**config.mk**
```make
export PLATFORM = sky130hd
export DESIGN_NAME = exu_top
export DESIGN_NICKNAME = d
export VERILOG_FILES = /design/src/logic/exu_pkg.sv /design/src/logic/exu_oitf.sv /design/src/logic/exu_disp.sv /design/src/logic/exu_mul.sv /design/src/logic/exu_lsu.sv /design/src/logic/exu_longpwb.sv /design/src/logic/exu_regfile.sv /design/src/logic/exu_top.sv
export VERILOG_INCLUDE_DIRS = /design/src /design/src/logic
export SDC_FILE = /design/constraint.sdc
export NUM_CORES = 1
export LEC_CHECK = 0
export ABC_AREA = 1
export BUFFER_PORTS_ARGS = -buffer_cell sky130_fd_sc_hd__buf_2
export CAP_MARGIN = 20
export CORE_ASPECT_RATIO = 1.25
export CORE_UTILIZATION = 61
export DETAILED_ROUTE_END_ITERATION = 6
export GPL_ROUTABILITY_DRIVEN = 0
export GPL_TIMING_DRIVEN = 0
export PLACE_DENSITY = 0.78
export RECOVER_POWER = 100
export SYNTH_ARGS = -nofsm -noshare
export SYNTH_HDL_FRONTEND = slang
export SYNTH_HIERARCHICAL = 1
export SYNTH_SLANG_ARGS = --single-unit
export TNS_END_PERCENT = 100
```
**constraint.sdc**
```tcl
create_clock -name clk -period 3.5 [get_ports clk]
set_input_delay 0.175 -clock clk [delete_from_list [all_inputs] [get_ports clk]]
set_output_delay 0.175 -clock clk [all_outputs]
set_load 0.01 [all_outputs]
```
**src/logic/exu_defines.svh**
```systemverilog
/*
 * Sizing macros for the execution unit.
 * Included by the package and by every module that sizes ports.
 */
`ifndef EXU_DEFINES_SVH
`define EXU_DEFINES_SVH

// datapath and register file
`define EXU_XLEN         16
`define EXU_RFIDX_WIDTH  3

// outstanding instruction tracking
`define EXU_OITF_DEPTH   4
`define EXU_ITAG_WIDTH   2

// long units
`define EXU_DMEM_DEPTH   16
`define EXU_MUL_CYCLES   16

`endif

```
**src/logic/exu_pkg.sv**
```systemverilog
/*
 * Types shared by the execution unit blocks.
 * Modules pull this in with a wildcard import in their header.
 */
`include "exu_defines.svh"

package exu_pkg;

    typedef enum logic [1:0] {
        OP_LI  = 2'd0,
        OP_MUL = 2'd1,
        OP_LD  = 2'd2,
        OP_ST  = 2'd3
    } exu_op_e;

    // 8-bit payload, immediate for li, register view for long ops
    typedef union packed {
        logic [7:0] imm;
        struct packed {
            logic [`EXU_RFIDX_WIDTH-1:0] rs1;
            logic [`EXU_RFIDX_WIDTH-1:0] rs2;
            logic [1:0]                  ofs;
        } regs;
    } exu_payload_u;

    typedef struct packed {
        exu_op_e                     op;
        logic [`EXU_RFIDX_WIDTH-1:0] rd;
        exu_payload_u                payload;
    } exu_instr_t;

    // dispatch to long unit
    typedef struct packed {
        logic                        valid;
        logic [`EXU_ITAG_WIDTH-1:0]  itag;
        exu_op_e                     op;
        logic [`EXU_RFIDX_WIDTH-1:0] rd;
        logic                        rdwen;
        logic [`EXU_XLEN-1:0]        rs1_val;
        logic [`EXU_XLEN-1:0]        rs2_val;
        logic [1:0]                  ofs;
    } exu_lreq_t;

    // long unit result, held until granted
    typedef struct packed {
        logic                        valid;
        logic [`EXU_ITAG_WIDTH-1:0]  itag;
        logic                        rdwen;
        logic [`EXU_RFIDX_WIDTH-1:0] rd;
        logic [`EXU_XLEN-1:0]        data;
    } exu_lrsp_t;

    typedef struct packed {
        logic                        strobe;
        logic [`EXU_RFIDX_WIDTH-1:0] rd;
        logic [`EXU_XLEN-1:0]        data;
    } exu_wb_t;

endpackage

```
**src/logic/exu_oitf.sv**
```systemverilog
/*
 * Outstanding instruction track FIFO.
 * One entry per dispatched long-pipe op, freed in order on retire.
 * Flags dispatch operands that still wait on an outstanding write.
 */
`timescale 1ns/1ps
`include "exu_defines.svh"

module exu_oitf (
    input  logic                        clk,
    input  logic                        rst_n,
    input  logic                        disp_ena,
    input  logic                        ret_ena,
    input  logic                        disp_i_rs1en,
    input  logic                        disp_i_rs2en,
    input  logic                        disp_i_rdwen,
    input  logic [`EXU_RFIDX_WIDTH-1:0] disp_i_rs1idx,
    input  logic [`EXU_RFIDX_WIDTH-1:0] disp_i_rs2idx,
    input  logic [`EXU_RFIDX_WIDTH-1:0] disp_i_rdidx,
    output logic                        disp_ready,
    output logic [`EXU_ITAG_WIDTH-1:0]  dis_ptr,
    output logic [`EXU_ITAG_WIDTH-1:0]  ret_ptr,
    output logic [`EXU_RFIDX_WIDTH-1:0] ret_rdidx,
    output logic                        ret_rdwen,
    output logic                        oitfrd_match_disprs1,
    output logic                        oitfrd_match_disprs2,
    output logic                        oitfrd_match_disprd,
    output logic                        oitf_empty
);

    // pointers carry a wrap flag in the top bit
    logic [`EXU_ITAG_WIDTH:0]    alc_ptr_r;
    logic [`EXU_ITAG_WIDTH:0]    ret_ptr_r;
    logic                        oitf_full;
    logic [`EXU_OITF_DEPTH-1:0]  vld_set;
    logic [`EXU_OITF_DEPTH-1:0]  vld_clr;
    logic [`EXU_OITF_DEPTH-1:0]  vld_r;
    logic [`EXU_OITF_DEPTH-1:0]  rdwen_r;
    logic [`EXU_RFIDX_WIDTH-1:0] rdidx_r [`EXU_OITF_DEPTH];
    logic [`EXU_OITF_DEPTH-1:0]  rs1_hit;
    logic [`EXU_OITF_DEPTH-1:0]  rs2_hit;
    logic [`EXU_OITF_DEPTH-1:0]  rd_hit;

    // ======================================================================
    // pointers and occupancy
    // ======================================================================
    always_ff @(posedge clk or negedge rst_n) begin
        if (!rst_n) begin
            alc_ptr_r <= '0;
            ret_ptr_r <= '0;
        end else begin
            if (disp_ena) begin
                alc_ptr_r <= alc_ptr_r + 1'b1;
            end
            if (ret_ena) begin
                ret_ptr_r <= ret_ptr_r + 1'b1;
            end
        end
    end

    assign dis_ptr    = alc_ptr_r[`EXU_ITAG_WIDTH-1:0];
    assign ret_ptr    = ret_ptr_r[`EXU_ITAG_WIDTH-1:0];
    assign oitf_empty = (alc_ptr_r == ret_ptr_r);
    assign oitf_full  = (dis_ptr == ret_ptr)
                      & (alc_ptr_r[`EXU_ITAG_WIDTH] != ret_ptr_r[`EXU_ITAG_WIDTH]);
    // a retire in the same cycle does not free a slot early
    assign disp_ready = ~oitf_full;

    // ======================================================================
    // entries
    // ======================================================================
    assign vld_set = `EXU_OITF_DEPTH'(disp_ena) << dis_ptr;
    assign vld_clr = `EXU_OITF_DEPTH'(ret_ena) << ret_ptr;

    always_ff @(posedge clk or negedge rst_n) begin
        if (!rst_n) begin
            vld_r <= '0;
        end else begin
            vld_r <= (vld_r | vld_set) & ~vld_clr;
        end
    end

    always_ff @(posedge clk) begin
        if (disp_ena) begin
            rdidx_r[dis_ptr] <= disp_i_rdidx;
            rdwen_r[dis_ptr] <= disp_i_rdwen;
        end
    end

    // hazard match against every live writing entry
    always_comb begin
        for (int i = 0; i < `EXU_OITF_DEPTH; i++) begin
            rs1_hit[i] = vld_r[i] & rdwen_r[i] & disp_i_rs1en & (rdidx_r[i] == disp_i_rs1idx);
            rs2_hit[i] = vld_r[i] & rdwen_r[i] & disp_i_rs2en & (rdidx_r[i] == disp_i_rs2idx);
            rd_hit[i]  = vld_r[i] & rdwen_r[i] & disp_i_rdwen & (rdidx_r[i] == disp_i_rdidx);
        end
    end

    assign oitfrd_match_disprs1 = |rs1_hit;
    assign oitfrd_match_disprs2 = |rs2_hit;
    assign oitfrd_match_disprd  = |rd_hit;

    // info for the entry at the retire pointer
    assign ret_rdidx = rdidx_r[ret_ptr];
    assign ret_rdwen = rdwen_r[ret_ptr];

endmodule

```
**src/logic/exu_disp.sv**
```systemverilog
/*
 * Dispatch stage. Decodes one instruction word per cycle, checks
 * the stall rules and sends it to the short path or a long unit.
 */
`timescale 1ns/1ps
`include "exu_defines.svh"

module exu_disp import exu_pkg::*; (
    input  logic                        clk,
    input  logic                        rst_n,
    input  exu_instr_t                  instr,
    input  logic                        instr_valid,
    input  logic                        oitfrd_match_disprs1,
    input  logic                        oitfrd_match_disprs2,
    input  logic                        oitfrd_match_disprd,
    input  logic                        disp_ready,
    input  logic [`EXU_ITAG_WIDTH-1:0]  dis_ptr,
    input  logic [`EXU_XLEN-1:0]        rs1_data,
    input  logic [`EXU_XLEN-1:0]        rs2_data,
    input  logic                        mul_busy,
    input  logic                        lsu_busy,
    input  logic                        lwb_active,
    output logic                        instr_ready,
    output logic                        disp_ena,
    output logic                        disp_i_rs1en,
    output logic                        disp_i_rs2en,
    output logic                        disp_i_rdwen,
    output logic [`EXU_RFIDX_WIDTH-1:0] disp_i_rs1idx,
    output logic [`EXU_RFIDX_WIDTH-1:0] disp_i_rs2idx,
    output logic [`EXU_RFIDX_WIDTH-1:0] disp_i_rdidx,
    output logic [`EXU_RFIDX_WIDTH-1:0] rs1_idx,
    output logic [`EXU_RFIDX_WIDTH-1:0] rs2_idx,
    output exu_wb_t                     li_wb,
    output exu_lreq_t                   mul_req,
    output exu_lreq_t                   lsu_req
);

    logic      is_li;
    logic      is_mul;
    logic      is_st;
    logic      hazard;
    logic      unit_busy;
    logic      fire;
    logic      run_r;
    exu_lreq_t lreq;

    assign is_li  = (instr.op == OP_LI);
    assign is_mul = (instr.op == OP_MUL);
    assign is_st  = (instr.op == OP_ST);

    // operand enables per op
    assign disp_i_rs1en  = ~is_li;
    assign disp_i_rs2en  = is_mul | is_st;
    assign disp_i_rdwen  = ~is_st;
    assign disp_i_rs1idx = instr.payload.regs.rs1;
    assign disp_i_rs2idx = instr.payload.regs.rs2;
    assign disp_i_rdidx  = instr.rd;
    assign rs1_idx       = instr.payload.regs.rs1;
    assign rs2_idx       = instr.payload.regs.rs2;

    // held low until the first edge after reset
    always_ff @(posedge clk or negedge rst_n) begin
        if (!rst_n) begin
            run_r <= 1'b0;
        end else begin
            run_r <= 1'b1;
        end
    end

    assign hazard    = oitfrd_match_disprs1 | oitfrd_match_disprs2 | oitfrd_match_disprd;
    assign unit_busy = is_mul ? mul_busy : lsu_busy;
    // li shares the regfile write port with the long write
    assign instr_ready = run_r & ~hazard
                       & (is_li ? ~lwb_active : (disp_ready & ~unit_busy));
    assign fire     = instr_valid & instr_ready;
    assign disp_ena = fire & ~is_li;

    // li writes at the accepting edge
    assign li_wb.strobe = fire & is_li;
    assign li_wb.rd     = instr.rd;
    assign li_wb.data   = {{(`EXU_XLEN-8){1'b0}}, instr.payload.imm};

    always_comb begin
        lreq.valid   = 1'b0;
        lreq.itag    = dis_ptr;
        lreq.op      = instr.op;
        lreq.rd      = instr.rd;
        lreq.rdwen   = disp_i_rdwen;
        lreq.rs1_val = rs1_data;
        lreq.rs2_val = rs2_data;
        lreq.ofs     = instr.payload.regs.ofs;
        mul_req       = lreq;
        mul_req.valid = disp_ena & is_mul;
        lsu_req       = lreq;
        lsu_req.valid = disp_ena & ~is_mul;
    end

endmodule

```
**src/logic/exu_mul.sv**
```systemverilog
/*
 * Iterative shift-add multiplier, one bit of rs2 per cycle.
 * Keeps the low half of the product and holds it until granted.
 */
`timescale 1ns/1ps
`include "exu_defines.svh"

module exu_mul import exu_pkg::*; (
    input  logic      clk,
    input  logic      rst_n,
    input  exu_lreq_t req,
    input  logic      grant,
    output logic      busy,
    output exu_lrsp_t rsp
);

    localparam int CW = $clog2(`EXU_MUL_CYCLES);

    logic                 run_r;
    logic [CW-1:0]        cnt_r;
    logic [`EXU_XLEN-1:0] mcand_r;
    logic [`EXU_XLEN-1:0] mplier_r;
    exu_lrsp_t            rsp_r;

    // rsp_r.data doubles as the accumulator
    always_ff @(posedge clk or negedge rst_n) begin
        if (!rst_n) begin
            run_r <= 1'b0;
            cnt_r <= '0;
            rsp_r <= '0;
        end else if (req.valid) begin
            run_r       <= 1'b1;
            cnt_r       <= '0;
            rsp_r.itag  <= req.itag;
            rsp_r.rdwen <= req.rdwen;
            rsp_r.rd    <= req.rd;
            rsp_r.data  <= '0;
        end else if (run_r) begin
            if (mplier_r[0]) begin
                rsp_r.data <= rsp_r.data + mcand_r;
            end
            cnt_r <= cnt_r + 1'b1;
            // last iteration raises the response
            if (cnt_r == CW'(`EXU_MUL_CYCLES - 1)) begin
                run_r       <= 1'b0;
                rsp_r.valid <= 1'b1;
            end
        end else if (grant) begin
            rsp_r.valid <= 1'b0;
        end
    end

    always_ff @(posedge clk) begin
        if (req.valid) begin
            mcand_r  <= req.rs1_val;
            mplier_r <= req.rs2_val;
        end else if (run_r) begin
            mcand_r  <= mcand_r << 1;
            mplier_r <= mplier_r >> 1;
        end
    end

    assign busy = run_r | rsp_r.valid;
    assign rsp  = rsp_r;

endmodule

```
**src/logic/exu_lsu.sv**
```systemverilog
/*
 * Load/store unit over a small data memory.
 * Stage one accesses memory, stage two holds the response until
 * granted and stalls stage one while it waits.
 */
`timescale 1ns/1ps
`include "exu_defines.svh"

module exu_lsu import exu_pkg::*; (
    input  logic      clk,
    input  logic      rst_n,
    input  exu_lreq_t req,
    input  logic      grant,
    output logic      busy,
    output exu_lrsp_t rsp
);

    localparam int AW = $clog2(`EXU_DMEM_DEPTH);

    logic [`EXU_XLEN-1:0] dmem [`EXU_DMEM_DEPTH];
    logic [`EXU_XLEN-1:0] sum;
    logic [AW-1:0]        addr;
    logic                 s2_ld;
    exu_lrsp_t            s1_r;
    exu_lrsp_t            rsp_r;

    assign sum  = req.rs1_val + `EXU_XLEN'(req.ofs);
    assign addr = sum[AW-1:0];

    // stage two takes stage one unless a response is still held
    assign s2_ld = s1_r.valid & (~rsp_r.valid | grant);
    assign busy  = s1_r.valid & rsp_r.valid & ~grant;

    // ======================================================================
    // data memory, zero after reset
    // ======================================================================
    always_ff @(posedge clk or negedge rst_n) begin
        if (!rst_n) begin
            for (int i = 0; i < `EXU_DMEM_DEPTH; i++) begin
                dmem[i] <= '0;
            end
        end else if (req.valid && req.op == OP_ST) begin
            dmem[addr] <= req.rs2_val;
        end
    end

    // ======================================================================
    // pipeline registers
    // ======================================================================
    always_ff @(posedge clk or negedge rst_n) begin
        if (!rst_n) begin
            s1_r  <= '0;
            rsp_r <= '0;
        end else begin
            if (req.valid) begin
                s1_r.valid <= 1'b1;
                s1_r.itag  <= req.itag;
                s1_r.rdwen <= req.rdwen;
                s1_r.rd    <= req.rd;
                s1_r.data  <= dmem[addr];
            end else if (s2_ld) begin
                s1_r.valid <= 1'b0;
            end
            if (s2_ld) begin
                rsp_r <= s1_r;
            end else if (grant) begin
                rsp_r.valid <= 1'b0;
            end
        end
    end

    assign rsp = rsp_r;

endmodule

```
**src/logic/exu_longpwb.sv**
```systemverilog
/*
 * Long-pipe write-back arbiter. Only the unit whose tag is the OITF
 * retire tag is granted, so long ops retire in program order.
 */
`timescale 1ns/1ps
`include "exu_defines.svh"

module exu_longpwb import exu_pkg::*; (
    input  exu_lrsp_t                   mul_rsp,
    input  exu_lrsp_t                   lsu_rsp,
    input  logic [`EXU_ITAG_WIDTH-1:0]  ret_ptr,
    input  logic [`EXU_RFIDX_WIDTH-1:0] ret_rdidx,
    input  logic                        ret_rdwen,
    output logic                        mul_grant,
    output logic                        lsu_grant,
    output logic                        ret_ena,
    output exu_wb_t                     lwb,
    output logic                        lwb_active
);

    // at most one unit holds the retire tag
    assign mul_grant = mul_rsp.valid & (mul_rsp.itag == ret_ptr);
    assign lsu_grant = lsu_rsp.valid & (lsu_rsp.itag == ret_ptr);
    assign ret_ena   = mul_grant | lsu_grant;

    // stores retire here too, without a write
    assign lwb.strobe = ret_ena & ret_rdwen;
    assign lwb.rd     = ret_rdidx;
    assign lwb.data   = mul_grant ? mul_rsp.data : lsu_rsp.data;
    assign lwb_active = lwb.strobe;

endmodule

```
**src/logic/exu_regfile.sv**
```systemverilog
/*
 * Eight-entry register file, two read ports and one write port.
 * The long write wins the port; wb reports each write a cycle later.
 */
`timescale 1ns/1ps
`include "exu_defines.svh"

module exu_regfile import exu_pkg::*; (
    input  logic                        clk,
    input  logic                        rst_n,
    input  exu_wb_t                     li_wb,
    input  exu_wb_t                     lwb,
    input  logic [`EXU_RFIDX_WIDTH-1:0] rs1_idx,
    input  logic [`EXU_RFIDX_WIDTH-1:0] rs2_idx,
    output logic [`EXU_XLEN-1:0]        rs1_data,
    output logic [`EXU_XLEN-1:0]        rs2_data,
    output exu_wb_t                     wb
);

    logic [`EXU_XLEN-1:0] regs [1 << `EXU_RFIDX_WIDTH];
    exu_wb_t              wr;

    assign wr = lwb.strobe ? lwb : li_wb;

    always_ff @(posedge clk or negedge rst_n) begin
        if (!rst_n) begin
            for (int i = 0; i < (1 << `EXU_RFIDX_WIDTH); i++) begin
                regs[i] <= '0;
            end
            wb <= '0;
        end else begin
            if (wr.strobe) begin
                regs[wr.rd] <= wr.data;
            end
            wb <= wr;
        end
    end

    assign rs1_data = regs[rs1_idx];
    assign rs2_data = regs[rs2_idx];

endmodule

```
**src/logic/exu_top.sv**
```systemverilog
/*
 * Execution unit top. Dispatch, OITF, multiplier, load/store unit,
 * write-back arbiter and register file wired together.
 */
`timescale 1ns/1ps
`include "exu_defines.svh"

module exu_top import exu_pkg::*; (
    input  logic       clk,
    input  logic       rst_n,
    input  exu_instr_t instr,
    input  logic       instr_valid,
    output logic       instr_ready,
    output exu_wb_t    wb,
    output logic       oitf_empty
);

    // dispatch to OITF
    logic                        disp_ena;
    logic                        disp_i_rs1en;
    logic                        disp_i_rs2en;
    logic                        disp_i_rdwen;
    logic [`EXU_RFIDX_WIDTH-1:0] disp_i_rs1idx;
    logic [`EXU_RFIDX_WIDTH-1:0] disp_i_rs2idx;
    logic [`EXU_RFIDX_WIDTH-1:0] disp_i_rdidx;
    logic                        disp_ready;
    logic [`EXU_ITAG_WIDTH-1:0]  dis_ptr;
    logic                        match_rs1;
    logic                        match_rs2;
    logic                        match_rd;

    // retire side
    logic [`EXU_ITAG_WIDTH-1:0]  ret_ptr;
    logic [`EXU_RFIDX_WIDTH-1:0] ret_rdidx;
    logic                        ret_rdwen;
    logic                        ret_ena;

    // register file
    logic [`EXU_RFIDX_WIDTH-1:0] rs1_idx;
    logic [`EXU_RFIDX_WIDTH-1:0] rs2_idx;
    logic [`EXU_XLEN-1:0]        rs1_data;
    logic [`EXU_XLEN-1:0]        rs2_data;
    exu_wb_t                     li_wb;
    exu_wb_t                     lwb;
    logic                        lwb_active;

    // long units
    exu_lreq_t                   mul_req;
    exu_lreq_t                   lsu_req;
    exu_lrsp_t                   mul_rsp;
    exu_lrsp_t                   lsu_rsp;
    logic                        mul_busy;
    logic                        lsu_busy;
    logic                        mul_grant;
    logic                        lsu_grant;

    exu_disp u_disp (
        .clk                  (clk),
        .rst_n                (rst_n),
        .instr                (instr),
        .instr_valid          (instr_valid),
        .oitfrd_match_disprs1 (match_rs1),
        .oitfrd_match_disprs2 (match_rs2),
        .oitfrd_match_disprd  (match_rd),
        .disp_ready           (disp_ready),
        .dis_ptr              (dis_ptr),
        .rs1_data             (rs1_data),
        .rs2_data             (rs2_data),
        .mul_busy             (mul_busy),
        .lsu_busy             (lsu_busy),
        .lwb_active           (lwb_active),
        .instr_ready          (instr_ready),
        .disp_ena             (disp_ena),
        .disp_i_rs1en         (disp_i_rs1en),
        .disp_i_rs2en         (disp_i_rs2en),
        .disp_i_rdwen         (disp_i_rdwen),
        .disp_i_rs1idx        (disp_i_rs1idx),
        .disp_i_rs2idx        (disp_i_rs2idx),
        .disp_i_rdidx         (disp_i_rdidx),
        .rs1_idx              (rs1_idx),
        .rs2_idx              (rs2_idx),
        .li_wb                (li_wb),
        .mul_req              (mul_req),
        .lsu_req              (lsu_req)
    );

    exu_oitf u_oitf (
        .clk                  (clk),
        .rst_n                (rst_n),
        .disp_ena             (disp_ena),
        .ret_ena              (ret_ena),
        .disp_i_rs1en         (disp_i_rs1en),
        .disp_i_rs2en         (disp_i_rs2en),
        .disp_i_rdwen         (disp_i_rdwen),
        .disp_i_rs1idx        (disp_i_rs1idx),
        .disp_i_rs2idx        (disp_i_rs2idx),
        .disp_i_rdidx         (disp_i_rdidx),
        .disp_ready           (disp_ready),
        .dis_ptr              (dis_ptr),
        .ret_ptr              (ret_ptr),
        .ret_rdidx            (ret_rdidx),
        .ret_rdwen            (ret_rdwen),
        .oitfrd_match_disprs1 (match_rs1),
        .oitfrd_match_disprs2 (match_rs2),
        .oitfrd_match_disprd  (match_rd),
        .oitf_empty           (oitf_empty)
    );

    exu_mul u_mul (
        .clk   (clk),
        .rst_n (rst_n),
        .req   (mul_req),
        .grant (mul_grant),
        .busy  (mul_busy),
        .rsp   (mul_rsp)
    );

    exu_lsu u_lsu (
        .clk   (clk),
        .rst_n (rst_n),
        .req   (lsu_req),
        .grant (lsu_grant),
        .busy  (lsu_busy),
        .rsp   (lsu_rsp)
    );

    exu_longpwb u_longpwb (
        .mul_rsp    (mul_rsp),
        .lsu_rsp    (lsu_rsp),
        .ret_ptr    (ret_ptr),
        .ret_rdidx  (ret_rdidx),
        .ret_rdwen  (ret_rdwen),
        .mul_grant  (mul_grant),
        .lsu_grant  (lsu_grant),
        .ret_ena    (ret_ena),
        .lwb        (lwb),
        .lwb_active (lwb_active)
    );

    exu_regfile u_regfile (
        .clk      (clk),
        .rst_n    (rst_n),
        .li_wb    (li_wb),
        .lwb      (lwb),
        .rs1_idx  (rs1_idx),
        .rs2_idx  (rs2_idx),
        .rs1_data (rs1_data),
        .rs2_data (rs2_data),
        .wb       (wb)
    );

endmodule

```
==> results of run 1 <==
metrics by stage:
step,std cells,hold slack [ns],total power [mW],setup TNS [ns],setup WS (ns)
final,4733,0.0482,24.2,0,0.0688
after global routing,4733,0.0970,25.5,-0.0792,-0.0147
after CTS,4727,0.0290,23.8,0,0.00137
after detailed placement,4625,0.208,17.8,-174.84,-1.02
after global placement,4621,0.448,17.6,-3672.96,-7.38
after floorplan,4010,-0.121,14.7,0,0.468
state kept, by name (all words and copies together) (netlist names):
signal	count
u_oitf/rdwen_r	4
u_regfile/regs	128
u_lsu/rsp	19
u_mul/run_r	1
u_lsu/s1_r	19
u_mul/mcand_r	16
u_mul/rsp	19
u_oitf/ret_ptr_r	3
u_mul/mplier_r	16
u_oitf/alc_ptr_r	3
u_disp/run_r	1
u_lsu/dmem	256
u_regfile/wb	20
u_mul/cnt_r	4
u_oitf/vld_r	4
u_oitf/rdidx_r	12
metal layers:
layer	GRT usage, %	part of all wire [%]	vias to the layer above
li1	-	-	12500
met1	45.3	36	12300
met2	62.0	46	1382
met3	7.21	8.8	477
met4	30.3	9.5	0
met5	0	0	-
power by group through the flow:
stage / Combinational (mW) / Clock [mW] / Sequential, mW
after floorplan: 6.28 / 0 / 8.45
after global placement: 9.01 / 0 / 8.62
after detailed placement: 9.17 / 0 / 8.65
after CTS: 9.29 / 5.96 / 8.57
after global routing: 10.5 / 6.20 / 8.74
final: 9.65 / 5.92 / 8.59
cell type report:
cell class | instances | share of cell area [%]
buffer | 321 | 5.77
timing repair buffer | 40 | 0.858
sequential | 525 | 42.5
clock buffer | 77 | 5.11
multi-input combinational | 2897 | 39.6
inverter | 267 | 3.20
clock inverter | 21 | 0.632
tap | 585 | 2.32
critical path: cells and delay by family (launching register included):
kind	cells	cell delay [ns]
buffers and inverters	3	0.70
DFF	1	0.38
adders and majority gates	2	0.67
xor gates and xnor gates	1	0.37
and+or+nand+nor	10	1.22
path summary, 6_finish.rpt:
kind                                     start             endpoint  cells past startpoint
hold reg to reg                  u_lsu/s1_r[1]         u_lsu/rsp[1]                      2
setup / recovery           u_regfile/regs[112]        u_lsu/s1_r[7]                     16
hold / removal                       instr[12]    u_oitf/rdwen_r[0]                      2
setup reg to reg           u_regfile/regs[112]        u_lsu/s1_r[7]                     16
min in group asynchronous                rst_n  u_oitf/alc_ptr_r[0]                      2
max in group asynchronous                rst_n  u_regfile/regs[123]                      4
repair_timing:
| action | in CTS | in global routing |
|---|---|---|
| hold buffers | 4 | 0 |
| resized for setup | 32 | 103 |
| endpoints found under the setup margin | 273 | 293 |
| hold endpoints to repair | 94 | 0 |
| pin swaps | 0 | 7 |
| buffers inserted | 0 | 6 |
==> metrics.md, run 1 <==
| Metric | Value |
|---|---|
| Final WL | `89,900 um` |
| Die Ht | `243 um` |
| CTS buffer count | `53` |
| GRT Overall Usage | `38.4%` |
| Initial Utilization | `61.7%` |
| Max VDD drop | `0.462 mV` |
| Post-detailed-route count of antenna-violating nets | `0` |
| Clock transition at path regs | `0.06 ns` |
| Status | `finished with violations` |
| Int Pwr | `14.0 mW` |
| Worst skew pair latency | `0.63 ns` |
| RSZ-0062 raised after global routing | `yes` |
| Synthesized cell area | `28,500 um^2` |
| Clk root buf | `clkbuf_16` |
| Crit Path Max Fanout | `10` |
| Die width | `195 um` |
| Vias in the first global route | `25,700` |
| Most frequent cells in the layout | `nand2_1, dfrtp_1, nand3_1` |
| Min Tclk post-route | `3.43 ns` |
| Detailed Routing Iterations Pass 1 | `6` |
| Multi-input gate area | `12,500 um^2` |
| Max-cap violations | `1` |
| H-Tree Level Count | `2` |
| Final setup viols | `0` |
| P&R area growth vs syn | `10.7%` |
| Initial antenna violation count | `0` |
| Hold Crit Class | `in -> reg` |
| Seq pwr share | `35.6%` |
| Placed Area | `29,500 um^2` |
| Switching Power | `10.2 mW` |
| DRT iter0 DRCs | `2,659` |
| Vias/cell | `5.64` |
| Critical-path cell list | `inv_1, nand2_1, nand3_1, nand2_1, nand2_1, nand2_1, buf_4, ha_1, fa_2, xor2_4, buf_2, nand3_1, nand3_1, nand2_1, nand2_1, nand2_1` |
| Reg area | `13,400 um^2` |
| Largest net degree at the start of global routing | `130` |
| Cell area after layout | `31,500 um^2` |
| DPL Wire Length | `63,400 um` |
| Gate Count Post-Synth | `4,003` |
| Final-layout fill cell count | `4,019` |
| Combinational power share | `39.9%` |
| CTS tree | `done` |
| ANT cells | `0` |
| Critical Path AT | `3.95 ns` |
| First-pass GRT wire length | `140,000 um` |
| PwrDens | `767 nW/um^2` |
| F_max | `291 MHz` |
| Placeable Area | `46,100 um^2` |
| CP Class | `reg -> reg` |
| Commonest non-fill, non-tap cell in the layout | `nand2_1` |
| Drt wl/cell | `19.0 um` |
| CP startpoint kind | `flop` |
| Leak Pwr | `16.9 nW` |
| Critical Path Max Stage Delay | `0.46 ns` |
| Crit share post-route | `98.0%` |
| Total gr overflow | `0` |
| Full die area | `47,500 um^2` |
| Final core utilization | `68.3%` |
| IO Port Bufs | `26` |
| Final hold violation count | `0` |
| I/O pins | `38` |
| # clock sinks | `525` |
| YS warnings | `6` |
| Rows | `88` |
| Routed via count | `26,700` |
| Clk buf depth | `3` |
| Slew HR | `-40.8%` |
| Final nets | `4,146` |
| Cell mode on critical path | `nand2_1` |
| Clock power share | `24.5%` |
| Post-route DRC | `0` |
| FF-to-FF setup slack | `0.07 ns` |
| Failing checks | `max-capacitance violations, max-slew violations` |
| Syn_area_per_cell | `7.11 um^2` |
| Slowest-stage cell, CP | `fa_2` |
| Share of cells above drive strength 1 | `9.88%` |
| Sw Ratio | `42.1%` |
| Tightest Pin Transition | `2.11 ns` |
| Fin. max-slew vios | `82` |
| CP required | `4.02 ns` |
| Max Clock Skew | `0.0309 ns` |
| Critical path endpoint category | `flop` |
(Power assumes the default switching activity.)
==> run 2, diff against run 1 <==
--- a/config.mk
+++ b/config.mk
@@ -11,6 +11,7 @@
 export CAP_MARGIN = 20
 export CORE_ASPECT_RATIO = 1.25
 export CORE_UTILIZATION = 61
+export CTS_BUF_LIST = sky130_fd_sc_hd__clkbuf_16
 export DETAILED_ROUTE_END_ITERATION = 6
 export GPL_ROUTABILITY_DRIVEN = 0
 export GPL_TIMING_DRIVEN = 0
==> metrics.md, run 2 (synthesis results as in run 1) <==
| Metric | Value |
|---|---|
| Status | `finished with violations (unchanged)` |
| Failing checks | `design-rule violations, max-capacitance violations, max-slew violations (was max-capacitance violations, max-slew violations)` |
| ANT cells | `0 (unchanged)` |
| Total gr overflow | `0 (unchanged)` |
| Post-route DRC | `2 (was 0)` |
| Crit path from | `u_regfile/regs[112] (unchanged)` |
| Tightest Pin Transition | `2.11 ns (about the same)` |
| Top flop regs | `u_lsu/dmem: 256 flops, u_regfile/regs: 128 flops, u_regfile/wb: 20 flops (unchanged)` |
| Commonest non-fill, non-tap cell in the layout | `nand2_1 (unchanged)` |
| Vias in the first global route | `25,600 (was 25,700)` |
| Final nets | `4,148 (was 4,146)` |
| Worst R2R Start | `u_regfile/regs[112] (unchanged)` |
| Max-cap violations | `1 (unchanged)` |
| Drt wl/cell | `19.0 um (about the same)` |
| CP startpoint kind | `flop (unchanged)` |
| Critical Path AT | `4.02 ns (was 3.95 ns)` |
| Top reg by flops | `u_lsu/dmem (unchanged)` |
| Initial antenna violation count | `0 (unchanged)` |
| Fin Setup TNS | `0 ns (unchanged)` |
| Die width | `195 um (unchanged)` |
| Max reg flops | `256 (unchanged)` |
| IO Port Bufs | `26 (unchanged)` |
| I/O pins | `38 (unchanged)` |
| Clk root buf | `clkbuf_16 (unchanged)` |
| Met3 WL | `7940 um (was 7930 um)` |
| Full die area | `47,500 um^2 (unchanged)` |
| FF-to-FF setup slack | `0.06 ns (was 0.07 ns)` |
| Final WL | `89,900 um (about the same)` |
| Final setup viols | `0 (unchanged)` |
| Most frequent cells in the layout | `nand2_1, dfrtp_1, nand3_1 (unchanged)` |
| Clock transition at path regs | `0.06 ns (about the same)` |
| CTS tree | `done (unchanged)` |
| DRT met1 WL | `32,400 um (was 32,300 um)` |
| Post-Place Cells | `4,625 (unchanged)` |
| Share of cells above drive strength 1 | `9.81% (was 9.88%)` |
| Crit share post-route | `98.4% (was 98.0%)` |
| DPL Wire Length | `63,400 um (unchanged)` |
| CTS buffer count | `53 (unchanged)` |
| Die Ht | `243 um (unchanged)` |
| Initial Utilization | `61.7% (unchanged)` |
| Critical path endpoint category | `flop (unchanged)` |
| Placeable Area | `46,100 um^2 (unchanged)` |
| DRT iter0 DRCs | `2,623 (was 2,659)` |
| P&R area growth vs syn | `10.2% (was 10.7%)` |
| Max VDD drop | `0.460 mV (was 0.462 mV)` |
| F_max | `290 MHz (was 291 MHz)` |
| Layout Cells excl Fill | `4,735 (was 4,733)` |
| Hold_ws | `0.0477 ns (was 0.0482 ns)` |
| DR WL met2 | `41,900 um (was 41,100 um)` |
| Post-detailed-route count of antenna-violating nets | `0 (unchanged)` |
| Detailed Routing Iterations Pass 1 | `7 (was 6)` |
| Final setup margin | `0.0570 ns (was 0.0688 ns)` |
| Worst skew pair latency | `0.64 ns (was 0.63 ns)` |
| Leak Pwr | `16.8 nW (was 16.9 nW)` |
| Slew HR | `-40.3% (was -40.8%)` |
| Final core utilization | `68.0% (was 68.3%)` |
| CP Class | `reg -> reg (unchanged)` |
| Min Tclk post-route | `3.44 ns (was 3.43 ns)` |
| Hold_sp | `instr[12] (unchanged)` |
| PwrDens | `759 nW/um^2 (was 767 nW/um^2)` |
| Crit Path Max Fanout | `10 (unchanged)` |
| Largest net degree at the start of global routing | `130 (unchanged)` |
| Fin. max-slew vios | `82 (unchanged)` |
| Clk buf depth | `3 (unchanged)` |
| First-pass GRT wire length | `139,000 um (was 140,000 um)` |
| # clock sinks | `525 (unchanged)` |
| Dpl ws | `-1.02 ns (unchanged)` |
| Final hold violation count | `0 (unchanged)` |
| Routed via count | `26,700 (about the same)` |
| Rows | `88 (unchanged)` |
| Top sig layer | `met4 (unchanged)` |
| CP required | `4.08 ns (was 4.02 ns)` |
| Max Clock Skew | `0.0312 ns (was 0.0309 ns)` |
| Hold Crit Class | `in -> reg (unchanged)` |
| H-Tree Level Count | `2 (unchanged)` |
| Vias/cell | `5.63 (was 5.64)` |
| GRT Overall Usage | `38.4% (about the same)` |
## run 2: what timing repair did
| item | in CTS | in global routing |
|---|---|---|
| buffers inserted | 0 | 8 |
| setup endpoints to repair | 273 | 281 |
| gates resized for setup | 31 | 112 |
| hold buffers | 4 | 0 |
| endpoints found under the hold margin | 94 | 0 |
| pin swaps | 0 | 6 |
## run 2: through the flow
| step | power [mW] | cell area (um^2) |
|---|---|---|
| after global placement | 17.6 | 29300 |
| after global routing | 25.1 | 31400 |
| final | 23.8 | 31400 |
| after CTS | 23.4 | 31300 |
| after floorplan | 14.7 | 28500 |
| after detailed placement | 17.8 | 29500 |
## run 2: where the power goes
| group | switching [mW] | internal [mW] | leakage (nW) | total [mW] |
|---|---|---|---|---|
| logic | 6.77 | 2.89 | 9.13 | 9.66 |
| registers | 0.884 | 7.71 | 6.86 | 8.59 |
| clock network | 2.50 | 3.06 | 0.841 | 5.56 |
| total | 10.2 | 13.7 | 16.8 | 23.8 |
## run 2: path summary, 6_finish.rpt
kind,cells past startpoint,end
max reg2reg,17,u_lsu/s1_r[7]
max,17,u_lsu/s1_r[7]
min,2,u_oitf/rdwen_r[3]
max in group asynchronous,4,u_regfile/regs[123]
min in group asynchronous,2,u_oitf/alc_ptr_r[0]
min reg2reg,2,u_lsu/rsp[1]
## run 2: worst max-delay path: stages (launching register included)
cell and delay, ns:
dfrtp_1 0.38, inv_1 0.12, nand2_1 0.07, nand3_1 0.09, nand2_1 0.08, nand2_1 0.09
nand2_1 0.15, buf_4 0.17, ha_1 0.21, fa_2 0.60, clkbuf_2 0.31, clkbuf_4 0.35
nand2_1 0.08, nand3_1 0.23, nand3_1 0.18, nand2_1 0.15, nand2_1 0.06, nand2_1 0.06
## run 2: area by class of cell
class                           instances  area (um^2)
Inverter                              267         1010
Clock buffer                           55         1380
Sequential cell                       525        13400
Tap cell                              585          732
Buffer                                321         1820
Timing Repair Buffer                   42          270
Fill cell                            4040        14800
Clock inverter                         43          282
Multi-Input combinational cell       2897        12500
## run 2: per-layer routing
metal	up-vias	global-route usage, %
met5	-	0
met4	0	29.0
met3	406	7.61
met2	1414	62.4
met1	12300	45.1
li1	12500	-
